==> src/include/capture_consts.svh <==
`ifndef CAPTURE_CONSTS_SVH
`define CAPTURE_CONSTS_SVH

// adc sample and packed word widths
`define CAP_SAMPLE_W      12
`define CAP_WORD_W        64

// fifo depths, both must be powers of two
`define CAP_SAMPLE_DEPTH  16
`define CAP_WORD_DEPTH    8

`define CAP_COUNT_W       16  // max_samples range
`define CAP_DOWNSAMPLE_W  13  // skipped samples between captures

// 16 x 12 bits = 3 x 64 bits, smallest sample count that fills whole words
`define CAP_GROUP_SAMPLES 16

`endif

==> src/hw/capture_pkg.sv <==
`default_nettype none

`include "capture_consts.svh"

package capture_pkg;

    typedef logic [`CAP_SAMPLE_W-1:0]     sample_t;
    typedef logic [`CAP_WORD_W-1:0]       word_t;
    typedef logic [`CAP_COUNT_W-1:0]      count_t;
    typedef logic [`CAP_DOWNSAMPLE_W-1:0] downsample_t;

    // capture sequence, DONE lasts one cycle
    typedef enum logic [2:0] {
        IDLE,
        ARMED,
        TRIGGERED,
        FLUSH,
        DONE
    } capture_state_t;

endpackage

`default_nettype wire

==> src/hw/sample_fifo_if.sv <==
`default_nettype none

// push side, pop side and status of one synchronous fifo
interface sample_fifo_if #(
    parameter type payload_t = logic
);
    logic     push;
    payload_t push_data;
    logic     pop;
    payload_t pop_data;   // head item, valid while empty is low
    logic     empty;
    logic     full;
    logic     overflow;   // push seen while full, one cycle

    modport writer (output push, output push_data, input full);

    modport reader (output pop, input pop_data, input empty);

    modport fifo (
        input  push,
        input  push_data,
        input  pop,
        output pop_data,
        output empty,
        output full,
        output overflow
    );

endinterface

`default_nettype wire

==> src/hw/sample_fifo.sv <==
`default_nettype none

module sample_fifo #(
    parameter type payload_t = logic,
    parameter int  DEPTH     = 16
) (
    input  logic        adc_sampleclk,
    input  logic        reset,
    sample_fifo_if.fifo port
);

    localparam int AW = $clog2(DEPTH);

    payload_t    mem [DEPTH];
    logic [AW:0] wr_ptr;   // extra msb tells full from empty
    logic [AW:0] rd_ptr;
    logic        wr_en;
    logic        rd_en;

    assign port.empty    = (wr_ptr == rd_ptr);
    assign port.full     = (wr_ptr[AW] != rd_ptr[AW]) &&
                           (wr_ptr[AW-1:0] == rd_ptr[AW-1:0]);
    assign port.overflow = port.push && port.full;   // dropped push
    assign port.pop_data = mem[rd_ptr[AW-1:0]];

    assign wr_en = port.push && !port.full;
    assign rd_en = port.pop && !port.empty;

    always_ff @(posedge adc_sampleclk) begin
        if (reset) begin
            wr_ptr <= '0;
            rd_ptr <= '0;
        end
        else begin
            if (wr_en)
                wr_ptr <= wr_ptr + 1'b1;
            if (rd_en)
                rd_ptr <= rd_ptr + 1'b1;
        end
    end

    always_ff @(posedge adc_sampleclk) begin
        if (wr_en)
            mem[wr_ptr[AW-1:0]] <= port.push_data;
    end

endmodule

`default_nettype wire

==> src/hw/sample_window_counter.sv <==
`default_nettype none

module sample_window_counter (
    input  logic                     adc_sampleclk,
    input  logic                     reset,
    input  logic                     count_clear,
    input  logic                     count_en,
    input  capture_pkg::downsample_t downsample_i,
    input  capture_pkg::count_t      max_samples_i,
    output logic                     sample_tick,
    output logic                     window_done
);

    capture_pkg::downsample_t skip_cnt;    // position inside one downsample period
    capture_pkg::count_t      taken_cnt;   // samples captured so far
    capture_pkg::count_t      last_idx;

    // skip_cnt is zero on the trigger edge, so sample 0 lines up with the trigger
    assign sample_tick = count_en && (skip_cnt == '0);
    assign last_idx    = max_samples_i - 1'b1;
    assign window_done = sample_tick && (taken_cnt == last_idx);

    always_ff @(posedge adc_sampleclk) begin
        if (reset || count_clear) begin
            skip_cnt  <= '0;
            taken_cnt <= '0;
        end
        else if (count_en) begin
            if (skip_cnt == downsample_i)
                skip_cnt <= '0;
            else
                skip_cnt <= skip_cnt + 1'b1;

            if (sample_tick)
                taken_cnt <= taken_cnt + 1'b1;
        end
    end

endmodule

`default_nettype wire

==> src/hw/capture_fsm.sv <==
`default_nettype none

module capture_fsm (
    input  logic                        adc_sampleclk,
    input  logic                        reset,
    input  logic                        arm_i,
    input  logic                        trigger_i,
    input  logic                        window_done,
    input  logic                        sample_empty,
    input  logic                        group_complete,
    input  logic                        sample_overflow,
    input  logic                        clip_seen,
    output logic                        count_clear,
    output logic                        count_en,
    output logic                        filler_en,
    output logic                        armed_o,
    output logic                        capture_done_o,
    output logic                        fifo_overflow_o,
    output logic                        clip_error_o,
    output capture_pkg::capture_state_t state_o
);

    capture_pkg::capture_state_t state;
    capture_pkg::capture_state_t state_next;
    logic                        arm_r;
    logic                        arm_go;    // arm rising edge accepted in IDLE
    logic                        trig_go;

    assign arm_go  = arm_i && !arm_r && (state == capture_pkg::IDLE);
    assign trig_go = trigger_i && (state == capture_pkg::ARMED);

    always_comb begin
        state_next = state;
        case (state)
            capture_pkg::IDLE: begin
                if (arm_go)
                    state_next = capture_pkg::ARMED;
            end
            capture_pkg::ARMED: begin
                // a one-sample window ends on the trigger edge itself
                if (trig_go)
                    state_next = window_done ? capture_pkg::FLUSH : capture_pkg::TRIGGERED;
            end
            capture_pkg::TRIGGERED: begin
                if (window_done)
                    state_next = capture_pkg::FLUSH;
            end
            capture_pkg::FLUSH: begin
                // drained and packer back on a group boundary
                if (sample_empty && group_complete)
                    state_next = capture_pkg::DONE;
            end
            default: state_next = capture_pkg::IDLE;
        endcase
    end

    assign count_clear = (state == capture_pkg::IDLE);
    assign count_en    = trig_go || (state == capture_pkg::TRIGGERED);
    assign filler_en   = (state == capture_pkg::FLUSH) && !group_complete;
    assign state_o     = state;

    always_ff @(posedge adc_sampleclk) begin
        if (reset) begin
            state           <= capture_pkg::IDLE;
            arm_r           <= 1'b0;
            armed_o         <= 1'b0;
            capture_done_o  <= 1'b0;
            fifo_overflow_o <= 1'b0;
            clip_error_o    <= 1'b0;
        end
        else begin
            state <= state_next;
            arm_r <= arm_i;

            if (arm_go)
                armed_o <= 1'b1;
            else if (state_next == capture_pkg::DONE)
                armed_o <= 1'b0;

            // sticky until the next arm
            if (arm_go)
                capture_done_o <= 1'b0;
            else if (state_next == capture_pkg::DONE)
                capture_done_o <= 1'b1;

            if (arm_go)
                fifo_overflow_o <= 1'b0;
            else if (sample_overflow)
                fifo_overflow_o <= 1'b1;

            if (arm_go)
                clip_error_o <= 1'b0;
            else if (clip_seen)
                clip_error_o <= 1'b1;
        end
    end

endmodule

`default_nettype wire

==> src/hw/word_packer.sv <==
`default_nettype none

`include "capture_consts.svh"

module word_packer (
    input  logic           adc_sampleclk,
    input  logic           reset,
    input  logic           filler_en,
    sample_fifo_if.reader  src,
    sample_fifo_if.writer  dst,
    output logic           group_complete
);

    localparam int GRP_W   = $clog2(`CAP_GROUP_SAMPLES);
    localparam int SHIFT_W = 6 * `CAP_SAMPLE_W;   // longest word needs 6 samples

    logic [SHIFT_W-1:0]  shifter;
    logic [SHIFT_W-1:0]  shifter_next;
    logic [1:0]          word_idx;   // which word of the three-word cycle
    logic [GRP_W-1:0]    grp_cnt;    // samples taken in the current group
    logic                take_sample;
    logic                take_filler;
    logic                advance;
    logic                word_end;
    logic                word_valid;
    capture_pkg::sample_t in_sample;
    capture_pkg::word_t   word_next;
    capture_pkg::word_t   word_q;

    // no pop while the word fifo is full, back-pressure stays in the sample fifo
    assign take_sample = !src.empty && !dst.full;
    assign take_filler = src.empty && filler_en && !dst.full;
    assign advance     = take_sample || take_filler;
    assign src.pop     = take_sample;

    assign in_sample    = take_sample ? src.pop_data : '0;   // filler is zero
    assign shifter_next = {shifter[SHIFT_W-`CAP_SAMPLE_W-1:0], in_sample};

    // words close after samples 6, 11 and 16 of the group
    assign word_end = (grp_cnt == GRP_W'(5)) || (grp_cnt == GRP_W'(10)) ||
                      (grp_cnt == GRP_W'(`CAP_GROUP_SAMPLES - 1));

    assign group_complete = (grp_cnt == '0);

    always_comb begin
        case (word_idx)
            2'd0:    word_next = shifter_next[71:8];   // 5 samples plus top 4 bits
            2'd1:    word_next = shifter_next[67:4];   // 8 leftover bits first
            default: word_next = shifter_next[63:0];   // 4 leftover bits first
        endcase
    end

    always_ff @(posedge adc_sampleclk) begin
        if (reset) begin
            word_idx   <= 2'd0;
            grp_cnt    <= '0;
            word_valid <= 1'b0;
        end
        else begin
            word_valid <= advance && word_end;
            if (advance) begin
                if (grp_cnt == GRP_W'(`CAP_GROUP_SAMPLES - 1))
                    grp_cnt <= '0;
                else
                    grp_cnt <= grp_cnt + 1'b1;

                if (word_end)
                    word_idx <= (word_idx == 2'd2) ? 2'd0 : word_idx + 1'b1;
            end
        end
    end

    always_ff @(posedge adc_sampleclk) begin
        if (advance)
            shifter <= shifter_next;
        if (advance && word_end)
            word_q <= word_next;
    end

    assign dst.push      = word_valid;   // one edge after the completing sample
    assign dst.push_data = word_q;

endmodule

`default_nettype wire

==> src/hw/capture_top.sv <==
`default_nettype none

`include "capture_consts.svh"

module capture_top (
    input  logic                        adc_sampleclk,
    input  logic                        reset,
    input  capture_pkg::sample_t        adc_data_i,
    input  logic                        arm_i,
    input  logic                        trigger_i,
    input  capture_pkg::count_t         max_samples_i,
    input  capture_pkg::downsample_t    downsample_i,
    input  logic                        word_rd_i,
    output capture_pkg::word_t          word_o,
    output logic                        word_empty_o,
    output logic                        armed_o,
    output logic                        capture_done_o,
    output logic                        fifo_overflow_o,
    output logic                        clip_error_o,
    output capture_pkg::capture_state_t state_o
);

    logic count_clear;
    logic count_en;
    logic sample_tick;
    logic window_done;
    logic filler_en;
    logic group_complete;
    logic clip_seen;

    sample_fifo_if #(.payload_t(capture_pkg::sample_t)) smp_if ();
    sample_fifo_if #(.payload_t(capture_pkg::word_t))   wrd_if ();

    // adc side of the sample fifo
    assign smp_if.push      = sample_tick;
    assign smp_if.push_data = adc_data_i;

    // rail values on a captured sample mean the input is clipping
    assign clip_seen = sample_tick && ((adc_data_i == '1) || (adc_data_i == '0));

    // external read side of the word fifo
    assign wrd_if.pop   = word_rd_i && !wrd_if.empty;
    assign word_o       = wrd_if.pop_data;
    assign word_empty_o = wrd_if.empty;

    capture_fsm u_fsm (
        .adc_sampleclk   (adc_sampleclk),
        .reset           (reset),
        .arm_i           (arm_i),
        .trigger_i       (trigger_i),
        .window_done     (window_done),
        .sample_empty    (smp_if.empty),
        .group_complete  (group_complete),
        .sample_overflow (smp_if.overflow),
        .clip_seen       (clip_seen),
        .count_clear     (count_clear),
        .count_en        (count_en),
        .filler_en       (filler_en),
        .armed_o         (armed_o),
        .capture_done_o  (capture_done_o),
        .fifo_overflow_o (fifo_overflow_o),
        .clip_error_o    (clip_error_o),
        .state_o         (state_o)
    );

    sample_window_counter u_window (
        .adc_sampleclk (adc_sampleclk),
        .reset         (reset),
        .count_clear   (count_clear),
        .count_en      (count_en),
        .downsample_i  (downsample_i),
        .max_samples_i (max_samples_i),
        .sample_tick   (sample_tick),
        .window_done   (window_done)
    );

    sample_fifo #(
        .payload_t (capture_pkg::sample_t),
        .DEPTH     (`CAP_SAMPLE_DEPTH)
    ) u_sample_fifo (
        .adc_sampleclk (adc_sampleclk),
        .reset         (reset),
        .port          (smp_if)
    );

    word_packer u_packer (
        .adc_sampleclk  (adc_sampleclk),
        .reset          (reset),
        .filler_en      (filler_en),
        .src            (smp_if),
        .dst            (wrd_if),
        .group_complete (group_complete)
    );

    sample_fifo #(
        .payload_t (capture_pkg::word_t),
        .DEPTH     (`CAP_WORD_DEPTH)
    ) u_word_fifo (
        .adc_sampleclk (adc_sampleclk),
        .reset         (reset),
        .port          (wrd_if)
    );

endmodule

`default_nettype wire

==> config.mk <==
export PLATFORM = sky130hd
export DESIGN_NAME = capture_top
export DESIGN_NICKNAME = d
export VERILOG_FILES = /design/src/hw/capture_pkg.sv /design/src/hw/sample_fifo_if.sv /design/src/hw/sample_fifo.sv /design/src/hw/sample_window_counter.sv /design/src/hw/capture_fsm.sv /design/src/hw/word_packer.sv /design/src/hw/capture_top.sv
export VERILOG_INCLUDE_DIRS = /design/src /design/src/include
export SDC_FILE = /design/constraint.sdc
export NUM_CORES = 1
export LEC_CHECK = 0
export ABC_CLOCK_PERIOD_IN_PS = 23600
export BUFFER_PORTS_ARGS = -buffer_cell sky130_fd_sc_hd__clkbuf_2
export CORE_MARGIN = 5
export CORE_UTILIZATION = 34
export CTS_BUF_LIST = sky130_fd_sc_hd__clkbuf_16
export CTS_CLUSTER_DIAMETER = 80
export DETAILED_ROUTE_END_ITERATION = 12
export PLACE_DENSITY_LB_ADDON = 0.25
export SETUP_SLACK_MARGIN = 0.1
export SLEW_MARGIN = 25
export SYNTH_ARGS = -nofsm -noshare
export SYNTH_HDL_FRONTEND = slang
export SYNTH_HIERARCHICAL = 1
export SYNTH_SLANG_ARGS = --single-unit
==> constraint.sdc <==
create_clock -name adc_sampleclk -period 23.6 [get_ports adc_sampleclk]
set_input_delay 1.18 -clock adc_sampleclk [delete_from_list [all_inputs] [get_ports adc_sampleclk]]
set_output_delay 1.18 -clock adc_sampleclk [all_outputs]
set_load 0.02 [all_outputs]
## Word level (Yosys, flattened, before mapping)

Memories as Yosys holds them, arrays and structs flattened. A register that Yosys moved wholly into a read port is not among the register bits.
Index checks and enable logic that the tools add are counted.

- Bits in registers: 186
- Bits in latches: 0
- RAM bits: 704
- Memory bits (read-only): 0
- Input port bits: 46
- Output and inout bits: 72
- Logic and storage cells: 108
- Memories kept: 2

Memory list:

| name | words | bits a word | read ports | clocked after memory_dff | write ports | RTL line | text |
|---|---|---|---|---|---|---|---|
| u_word_fifo.mem | 8 | 64 | 1 | 1 | 1 | sample_fifo.sv:14 | `payload_t mem [DEPTH];` |
| u_sample_fifo.mem | 16 | 12 | 1 | 1 | 1 | sample_fifo.sv:14 |  |

- $add $sub $neg: 9
- $mul: 0
- Divide/modulo/power cells: 0
- Magnitude comparators: 0
- Equal/unequal tests: 18
- Shift operators: 0
- Multiplexer cells: 21
- Bitwise operators: 0
- Reduce and logical (&&, ||, !) cells: 41

Operators with widths:

| kind | count |
|---|---|
| one-hot mux 64 bit (2 select lines) | 1 |
| logical AND 1 bit | 20 |
| 2-to-1 mux 3 bit | 6 |
| adder 16 x 1 -> 16 bit (second input constant) | 1 |
| equality test 16 bit | 1 |
| subtractor 16 x 1 -> 16 bit (second input constant) | 1 |
| adder 13 x 1 -> 13 bit (second input constant) | 1 |
| equality test 13 bit | 1 |
| zero test 13 bit | 1 |
| 2-to-1 mux 13 bit | 1 |
| adder 4 x 1 -> 4 bit (second input constant) | 3 |
| equality test 12 bit (second input constant) | 1 |
| zero test 12 bit | 1 |
| 2-to-1 mux 12 bit | 1 |
| 2-to-1 mux 4 bit | 3 |
| one-hot mux 3 bit (4 select lines) | 1 |
| adder 5 x 1 -> 5 bit (second input constant) | 2 |
| equality test 4 bit | 2 |
| equality test 4 bit (second input constant) | 2 |
| 2-to-1 mux 1 bit | 7 |
| equality test 3 x 2 -> 1 bit (second input constant) | 2 |
| zero test 1 bit | 6 |
| logical OR 1 bit | 6 |
| equality test 5 bit | 1 |
| other kinds (15) | 17 |

## Logic depth before layout (Yosys ltp)

Gate-level depths: netlist of the first run.

- Depth after elaboration: 11
- Gate-level depth with buffers: 14
- Gate-level depth less buffers: 13

## Modules after synthesis

The synthesis of the first run kept the hierarchy.

Modules (own cells, without submodules):

| module | times used | cells each | area an instance (um^2) |
|---|---|---|---|
| sample_fifo (u_word_fifo) | 1 | 825 | 19942.9 |
| sample_fifo (u_sample_fifo) | 1 | 367 | 8109.0 |
| word_packer | 1 | 409 | 5616.6 |
| sample_window_counter | 1 | 230 | 1985.7 |
| capture_fsm | 1 | 35 | 332.8 |
| capture_top | 1 | 12 | 81.3 |

## Worst setup path before layout of the first run

OpenSTA, ideal clock, no wires.

- Path kind: register to register
- From: register u_word_fifo.rd_ptr[3]
- To: memory u_word_fifo/mem[5][0] (netlist bit), enable pin
- Setup time: 0.666 ns
- Arrival time: 7.453 ns
- Path slack: 15.481 ns
- Stages on the path, launching flop included: 5
- Cells stage by stage: dfxtp_1 > buf_2 > xnor2_1 > nor4_2 > nor4b_1

- Longest elaborated chain between the ends: 6

Ends and longest elaborated chain:

| what | RTL line | text |
|---|---|---|
| from (decl) | sample_fifo.sv:16 | `logic [AW:0] rd_ptr;` |
| from (signal assigned) | sample_fifo.sv:38 | `rd_ptr <= rd_ptr + 1'b1;` |
| inequality test 1 bit | sample_fifo.sv:21 | `assign port.full = (wr_ptr[AW] != rd_ptr[AW]) &&` |
| logical AND 1 bit | sample_fifo.sv:21 |  |
| net wrd_if.full | sample_fifo_if.sv:12 | `logic full;` |
| zero test 1 bit | sample_fifo.sv:26 | `assign wr_en = port.push && !port.full;` |
| logical AND 1 bit | sample_fifo.sv:26 |  |
| 2-to-1 mux 1 bit | sample_fifo.sv:43 | `if (wr_en)` |
| 2-to-1 mux 1 bit (implied by the code) | sample_fifo.sv:44 | `mem[wr_ptr[AW-1:0]] <= port.push_data;` |
| to (decl) | sample_fifo.sv:14 |  |

The timed path passes the listed nets, and every way through them passes these cells.

==> metrics.md, run 1 <==
| Metric | Value |
|---|---|
| Mapped Area | between 30,000 and 40,000 sq um |
| PD cells | about 83 nW/um^2 |
| Site row count | between 100 and 150 |
| Setup TNS | 0 ns |
| Clock buffer depth | 3 |
| H-tree depth | 3 |
| Initial antenna violation count | 2 |
| DP Area | 38,180 sq um |
| Average routed wire per standard cell | around 22 um |
| GP Congestion | 0.7525 |
| DIE AREA | 112,700 sq um |
| Final Power | 3413 uW |
| Antenna viol nets, final | 0 |
| Setup slack, reg-to-reg | just under 20 ns |
| Layout cells sized above 1 | 0.2785 |
| Startpoint Class | flop |
| Peak Freq | about 0.21 GHz |
| CP arrival | between 3 and 4 ns |
| CP cell instances | buf_4, mux4_2, mux2_2, clkbuf_2 |
| Mapped Nets | 1,938 |
| Initial drt markers | 1,259 |
| # clock sinks | 897 |
| M1 GR Usage | 0.1830 |
| Hold Buf Count CTS | 0 |
| Global-route wire length before repair | between 100,000 and 150,000 um |
| Layout Utilization | 0.3920 |
| Final nets | 2,094 |
| Core area | about 110,000 sq um |
| Mapped Cells | 1,877 |
| Peak VDD IR | 0.05306 mV |
| Detailed Routing Iterations Pass 1 | 7 |
| Sw frac | 0.2159 |
| Clock Skews | 0.03214 ns |
| WL final | 78,390 um |
| Final Instance Area | 41,270 sq um |
| Comb power frac | 0.046 |
| PostCTS Resize Cnt | 0 |
| Fillers | 9,411 |
| Post-layout min period | 4.718 ns |
| Crit path max-delay family | buffers and inverters |
| CTS tree | done |
| Clk slew on worst S/H paths | about 0.06 ns |
| Flop pwr share | 0.528 |
| Layout area overhead | 14.44% |
| P_int | around 2700 uW |
| GR Layer Usage met2 | 0.2383 |
| Hold depth | 1 |
| # setup viols final | 0 |
| Port bufs | around 120 |
| Initial Util | 0.3426 |
| Total CTS buffers | 97 |
| I/O pin cnt | 118 |
| Register area | 26,270 sq um |
| DRC errors left | 0 |
| Largest net degree at the start of global routing | around 80 |
| Footprint of the multi-input gates | 9283 sq um |
| Switching power | 737.0 uW |
| CP max FO | 41 |
| HPWL reported at the end of detailed placement | 45,380 um |
| Die extent in x | 335.7 um |
| GR Util met3 | 0.02366 |
| Syn avg cell area | 19.21 sq um |
| Final non-filler cell total | around 3.5k |
| Fin. Hold Viols | 0 |
| Instance count on the critical path | 4 |
| HP Class | reg -> reg |
| Vias | 17.61k |
| Measured slew at the worst slew-check pin | 1.032 ns |
| Unrepaired setup endpoints after global routing | false |
| CTS root buf | clkbuf_16 |
| Commonest non-fill, non-tap cell in the layout | edfxtp_1 |
| Kind of end point of the critical path | output port |
| Worst EP required | 22.42 ns |
| Status | completed |
| Gr busiest metal | met2 |
| Cells after DPL | 3,325 |
| Yosys warnings | 6 |
| Total leakage power | 0.01280 uW |
| Max-slew violation count | 0 |
| Worst skew pair latency | between 0.6 and 0.7 ns |
| Overall overflow remaining after global route | 0 |
| Clock power share | 0.427 |
| CP Buf/Inv Count | 2 |
| Crit-path slowest cell | dfxtp_4 |
| Drt via density | 5.026 |
| Number of post-CTS setup repair buffers | 0 |
| Vias in the first global route | 18.93k |
| CP Class | reg -> out |
| Max cap viols | 0 |
| Slew margin rel. | 0.3117 |
| CP peak stage delay | approximately 0.91 ns |
| Total Routing Usage GR | 0.1381 |
| Final Cycle Share | 0.1999 |
| Reg2Reg Depth | 9 |
| Die span in y | around 340 um |
| Commonest cells after routing, fill and taps aside | edfxtp_1 (828), mux4_2 (187), clkbuf_2 (117), clkbuf_16 (99), nand2_1 (89) |
[final timing paths]
kind | start | to
worst max-delay path | flop | word_o[29]
worst min-delay path | u_fsm/clip_error_o | u_fsm/clip_error_o
worst max register to register | u_sample_fifo/wr_ptr[4] | u_packer/dst.push_data[28]
worst min register to register | u_fsm/clip_error_o | u_fsm/clip_error_o
[power groups by stage]
stage / clock [uW] / combinational, uW / sequential (uW)
after floorplan: 0 / 108 / 1820
after global routing: 1570 / 171 / 1800
after detailed placement: 0 / 160 / 1830
after global placement: 0 / 157 / 1830
after CTS: 1500 / 160 / 1800
final: 1460 / 156 / 1800
[registers in the layout (all words and copies together), names as in the netlist, 2 cells and up, named ones only]
| register | cells |
|---|---|
| u_fsm/state_o | 3 |
| u_sample_fifo/wr_ptr | 5 |
| u_packer/dst.push_data | 64 |
| u_word_fifo/rd_ptr | 4 |
| u_window/skip_cnt | 13 |
| u_packer/shifter | 60 |
| u_packer/grp_cnt | 4 |
| u_word_fifo/wr_ptr | 4 |
| u_sample_fifo/mem | 192 |
| u_word_fifo/mem | 512 |
| u_window/taken_cnt | 16 |
| u_packer/word_idx | 2 |
| u_sample_fifo/rd_ptr | 5 |
[routing by layer]
layer | vias up | part of all wire
met4 | 0 | 0.018
li1 | 7879 | -
met5 | - | 0
met3 | 101 | 0.040
met1 | 9275 | 0.44
met2 | 351 | 0.50
[final cells by class]
type / instances / area share
Clock inverter: 78 / 0.01452
Antenna cell: 1 / 0.00006064
Inverter: 19 / 0.001728
Sequential cell: 897 / 0.6365
Tap cell: 1391 / 0.04217
Multi-Input combinational cell: 870 / 0.2249
Clock buffer: 99 / 0.06003
Timing Repair Buffer: 148 / 0.02010
[metrics by stage]
step | worst slack (ns) | hold WS (ns)
2_1_floorplan | 15.50 | 0.4705
3_3_place_gp | 19.30 | 0.4539
3_5_place_dp | 19.26 | 0.4605
4_1_cts | 18.53 | 0.4734
5_1_grt | 18.51 | 0.4909
6_report | 18.88 | 0.4638
[worst reg2reg max path: cells and delay by family, from the launching register on]
| kind | cells | cell delay, ns |
|---|---|---|
| AO/OA/AOI/OAI | 1 | 0.38 |
| XOR/XNOR | 1 | 0.52 |
| AND/OR/NAND/NOR | 4 | 0.54 |
| buffers and inverters | 3 | 1.62 |
| flip-flops | 1 | 0.40 |
Note: power is estimated with default switching activity, not from simulation.
==> run 2, diff against run 1 <==
Settings changed: ABC_CLOCK_PERIOD_IN_PS 23600 to 4900.
Clock period 23.6 ns to 4.9 ns, I/O delays scaled along.
==> run 2 against run 1 <==
Effect of this change: register-to-register slack worse by 18 ns; final cell count about the same; critical path depth up 10; setup slack worse by 17 ns; total power rose to 4.8 times the previous value; clock-buffer cell count down 5; utilization up 0.18 points; critical path type is now reg -> reg; critical endpoint is now u_fsm/state_o[0]; largest cell class unchanged; largest power group unchanged; highest routed layer unchanged.
==> metrics.md, run 2 (synthesized netlist as in run 1, its figures left out) <==
| Metric | Value |
|---|---|
| Status | completed |
| CP Class | reg -> reg |
| # clock sinks | 897 |
| Worst EP required | 5.47 ns |
| CTS tree | done |
| Total CTS buffers | 94 |
| Startpoint Class | flop |
| Fin. Hold Viols | 0 |
| Commonest cells after routing, fill and taps aside | edfxtp_1 (828), mux4_2 (187), clkbuf_2 (117), clkbuf_16 (94), nand2_1 (89) |
| Total leakage power | 0.01279 uW |
| Slew margin rel. | 0.3440 |
| DIE AREA | between 100,000 and 150,000 sq um |
| Overall overflow remaining after global route | 0 |
| H-tree depth | 3 |
| Die extent in x | 335.7 um |
| Final Cycle Share | 0.6951 |
| Vias in the first global route | 18.26k |
| Die span in y | 335.7 um |
| Peak Freq | slightly below 0.3 GHz |
| Peak VDD IR | approximately 0.33 mV |
| Unrepaired setup endpoints after global routing | false |
| Crit-path slowest cell | or4b_1 |
| Max cap viols | 0 |
| Post-layout min period | around 3.4 ns |
| CP cell instances | nor2b_1, nand2_1, a21o_2, inv_1, nor4b_2, and4_1, buf_4, or4b_1, nor4_2, nand4_1, a221oi_2, nand3b_1, a21o_1, a31oi_1 |
| PD cells | 396.9 nW/um^2 |
| Vias | ~17k |
| Commonest non-fill, non-tap cell in the layout | edfxtp_1 |
| Initial antenna violation count | 1 |
| CP arrival | 3.97 ns |
| Global-route wire length before repair | 117,200 um |
| Layout area overhead | 14.96% |
| PostCTS Resize Cnt | 0 |
| HP Class | in -> reg |
| Core area | 105,300 sq um |
| Clock buffer depth | 3 |
| Final nets | 2,090 |
| Layout cells sized above 1 | 0.2798 |
| Port bufs | ~120 |
| Kind of end point of the critical path | flop |
| Max-slew violation count | 0 |
| WL final | 77,670 um |
| CP max FO | 21 |
| # setup viols final | 0 |
| Largest net degree at the start of global routing | a little under 80 |
| CP peak stage delay | 0.48 ns |
| Pre-CTS setup slack | 1.516 ns |
| Initial drt markers | roughly 1.3k |
| Fillers | 9,415 |
| Largest register FFs | 512 |
| Setup WS post-layout | roughly 1.5 ns |
| Final Power | 16,450 uW |
| Average routed wire per standard cell | 22.19 um |
| Site row count | about 120 |
| Clock Skews | 0.04022 ns |
| Total Routing Usage GR | 0.1370 |
| Measured slew at the worst slew-check pin | 0.9841 ns |
| CTS root buf | clkbuf_16 |
| Clk slew on worst S/H paths | approximately 0.06 ns |
| Worst skew pair latency | approximately 0.67 ns |
| Antenna viol nets, final | 0 |
| I/O pin cnt | 118 |
| Inserted Diodes | 0 |
| GP Congestion | 0.7787 |
| HPWL reported at the end of detailed placement | 45,650 um |
| DRC errors left | 0 |
| Detailed Routing Iterations Pass 1 | 5 |
| Drt via density | 4.979 |
| Initial Util | 0.3426 |
run 2: routing by layer:
metal | global-route usage | share of wire
met3 | 0.02291 | 0.042
met4 | 0.03361 | 0.020
met1 | 0.1837 | 0.43
met2 | 0.2342 | 0.50
met5 | 0 | 0
run 2: layout make-up:
| cell class | count | area, sq um | area share |
|---|---|---|---|
| clock buffers | 94 | 2352 | 0.05674 |
| clock inverters | 82 | 765.7 | 0.01847 |
| inverters | 19 | 71.32 | 0.001720 |
| multi-input cells | 870 | 9309 | 0.2245 |
| flip-flops and latches | 897 | 26270 | 0.6336 |
| well taps | 1391 | 1740 | 0.04198 |
| repair buffers | 147 | 953.4 | 0.02300 |
run 2: metrics by stage:
stage          TNS [ns]  cell area [sq um]  utilization  instances  hold WS, ns
2_1_floorplan   -273.15              36080            -       1877       0.3141
3_3_place_gp          0              38300       0.3638       3321       0.4359
3_5_place_dp          0              38320       0.3640       3322       0.4426
4_1_cts               0              41460       0.3938       3500       0.1096
5_1_grt               0              41460       0.3938       3500       0.1340
6_report              0              41460       0.3938       3500       0.1298
run 2: worst max-delay path, delay by kind of cell, from the launching register on:
kind                   cells  cell delay, ns
and+or+nand+nor            8            1.57
AOI/OAI and AO/OA          4            0.89
buffers and inverters      2            0.47
DFF                        1            0.40
run 2: repair_timing:
| action | 4_1_cts | 5_1_grt |
|---|---|---|
| endpoints found under the hold margin | 4 | 0 |
| endpoints found under the setup margin | 0 | 0 |
| buffers inserted | 0 | 0 |
| hold buffers | 2 | 0 |
run 2: power breakdown:
group          internal, uW  switching [uW]  total (uW)
clock network          4060            2980        7040
registers              8520             157        8680
logic                   285             451         737
run 2: path summary, 6_finish.rpt:
path,start,slack (ns),endpoint,depth (start not counted)
worst max register to register,u_fsm/state_o[0],1.49,u_fsm/state_o[0],14
worst max-delay path,u_fsm/state_o[0],1.49,u_fsm/state_o[0],14
worst min-delay path,adc_data_i[0],0.13,u_sample_fifo/mem[12][0],1
worst min register to register,u_fsm/capture_done_o,0.44,u_fsm/capture_done_o,2
==> run 3, diff against run 2 <==
Settings changed: ABC_CLOCK_PERIOD_IN_PS 4900 to 3600.
Clock period 4.9 ns to 3.6 ns, I/O delays scaled along.
==> run 3 against run 2 <==
Effect of this change: hold slack got worse by 0.061 ns; sequential cell count unchanged; largest power group unchanged; setup slack got worse by 1.1 ns; first-iteration DRC count decreased by 2.0%; global-route usage about the same; non-clock buffer count increased by 5; routed wire length increased by 0.57%; register-to-register slack got worse by 1.1 ns; critical path depth decreased by 1; clock power increased by 35%.
==> metrics.md, run 3 (synthesized netlist as in run 1, its figures left out) <==
| Metric | Value |
|---|---|
| Commonest cells after routing, fill and taps aside | edfxtp_1 (828), mux4_2 (187), clkbuf_2 (117), clkbuf_16 (96), nand2_1 (89) |
| Layout area overhead | 15.49% |
| # setup viols final | 0 |
| Clock Skews | 0.02761 ns |
| Core area | between 100,000 and 150,000 sq um |
| Vias in the first global route | 18.40k |
| H-tree depth | 3 |
| Detailed Routing Iterations Pass 1 | 5 |
| Reg2Reg Depth | 13 |
| Max-slew violation count | 0 |
| CP max FO | 8 |
| I/O pin cnt | 118 |
| # clock sinks | 897 |
| Fin. Hold Viols | 0 |
| Global-route wire length before repair | ~120,000 um |
| PostCTS Resize Cnt | 0 |
| Overall overflow remaining after global route | 0 |
| Hold Path End | u_sample_fifo/mem[11][1] |
| Kind of end point of the critical path | flop |
| GP Congestion | 0.7571 |
| Hold Buf Count CTS | 2 |
| CP arrival | 3.73 ns |
| Initial drt markers | 1,272 |
| Largest net degree at the start of global routing | 81 |
| Fillers | 9,395 |
| Peak VDD IR | around 0.32 mV |
| Final Instance Area | 41,650 sq um |
| Inserted Diodes | 0 |
| Slew margin rel. | 0.4030 |
| DIE AREA | about 110,000 sq um |
| CTS root buf | clkbuf_16 |
| Setup slack, reg-to-reg | 0.42 ns |
| PD cells | 537.3 nW/um^2 |
| Vias | between 15k and 20k |
| Drt via density | 4.989 |
| Worst EP required | slightly above 4 ns |
| Layout cells sized above 1 | 0.2897 |
| Port bufs | 117 |
| Hold path startpoint | adc_data_i[1] |
| Total CTS buffers | 96 |
| Worst skew pair latency | approximately 0.66 ns |
| Hold depth | 1 |
| Startpoint Class | flop |
| Layout Utilization | 0.3957 |
| DP Area | 38,560 sq um |
| CTS tree | done |
| Die span in y | approximately 340 um |
| Peak Freq | 0.3146 GHz |
| Total leakage power | roughly 0.013 uW |
| Status | completed |
| Final Cycle Share | 0.8829 |
| FF-to-FF End | u_fsm/state_o[0] |
| Unrepaired setup endpoints after global routing | false |
| Largest register FFs | 512 |
| HP Class | in -> reg |
| Antenna viol nets, final | 0 |
| HPWL reported at the end of detailed placement | 44,990 um |
| Measured slew at the worst slew-check pin | 0.8955 ns |
| Average routed wire per standard cell | 22.27 um |
| Site row count | 119 |
| Number of post-CTS setup repair buffers | 0 |
| CP Class | reg -> reg |
| Commonest non-fill, non-tap cell in the layout | edfxtp_1 |
| Post-layout min period | 3.178 ns |
| Pre-CTS setup slack | 0.4488 ns |
| Die extent in x | 335.7 um |
| RR Startpoint | u_fsm/state_o[0] |
| Clock buffer depth | 3 |
| Setup WS post-layout | 0.4216 ns |
| Initial Util | 0.3426 |
| Final nets | 2,097 |
| Initial antenna violation count | 0 |
| Max cap viols | 0 |
| WL final | 78,110 um |
| Clk slew on worst S/H paths | 0.06 ns |
| DRC errors left | 0 |
| Total Routing Usage GR | 0.1368 |
==> run 3: changes by cell type in the layout (fill, tap and decap cells not counted), moves of 4 or more <==
| cell | change |
|---|---|
| dfxtp_1 | -8 |
| clkinvlp_4 | -4 |
| dfxtp_2 | +8 |
| xor2_1 | -4 |
| buf_12 | +8 |
==> run 3: metrics by stage <==
stage	total power [uW]	TNS, ns	hold slack (ns)	std cells
floorplan	12660	-324.48	0.2417	1877
global route	23230	0	0.07587	3507
CTS	22690	0	0.03844	3507
finish	22380	0	0.06909	3507
detailed placement	13120	0	0.4519	3327
global placement	13100	0	0.4474	3327
==> run 3: worst max path at each step <==
stage / start / end / depth (start not counted)
floorplan: u_word_fifo/wr_ptr[0] / u_word_fifo/mem[5][0] / 4
global placement: u_fsm/state_o[0] / u_fsm/state_o[0] / 13
detailed placement: u_fsm/state_o[0] / u_fsm/state_o[0] / 13
CTS: flop / word_o[19] / 4
global route: u_fsm/state_o[0] / u_fsm/state_o[0] / 13
finish: u_fsm/state_o[0] / u_fsm/state_o[0] / 13
==> run 3: power by group <==
group          internal [uW]  total (uW)  switching, uW
logic                    411        1070            656
clock network           5460        9500           4040
registers              11600       11800            217
==> run 3: worst max-delay path, stage by stage, from the launching register on <==
cell and delay, ns:
dfxtp_2 0.36, nor2b_1 0.18, nand2_1 0.07, a21o_2 0.19
inv_1 0.21, nor4b_2 0.23, and4_1 0.32, or4b_1 0.48
nor4_2 0.14, nand4_1 0.14, a221oi_2 0.29, nand3b_1 0.12
a21o_1 0.19, a31oi_1 0.15
==> run 3: final cells by class <==
class | count | area, sq um | share of cell area
Sequential cell | 897 | 26280 | 0.6309
Multi-Input combinational cell | 870 | 9397 | 0.2256
Clock buffer | 96 | 2402 | 0.05768
Tap cell | 1391 | 1740 | 0.04179
Timing Repair Buffer | 152 | 1091 | 0.02619
Clock inverter | 82 | 673.1 | 0.01616
Inverter | 19 | 71.32 | 0.001712
==> run 3: layer usage <==
metal	global-route usage	up-vias	wire length, um
li1	-	7886	-
met5	0	-	0
met2	0.2359	339	39430
met3	0.02147	109	3111
met1	0.1819	9161	34040
met4	0.03539	0	1527
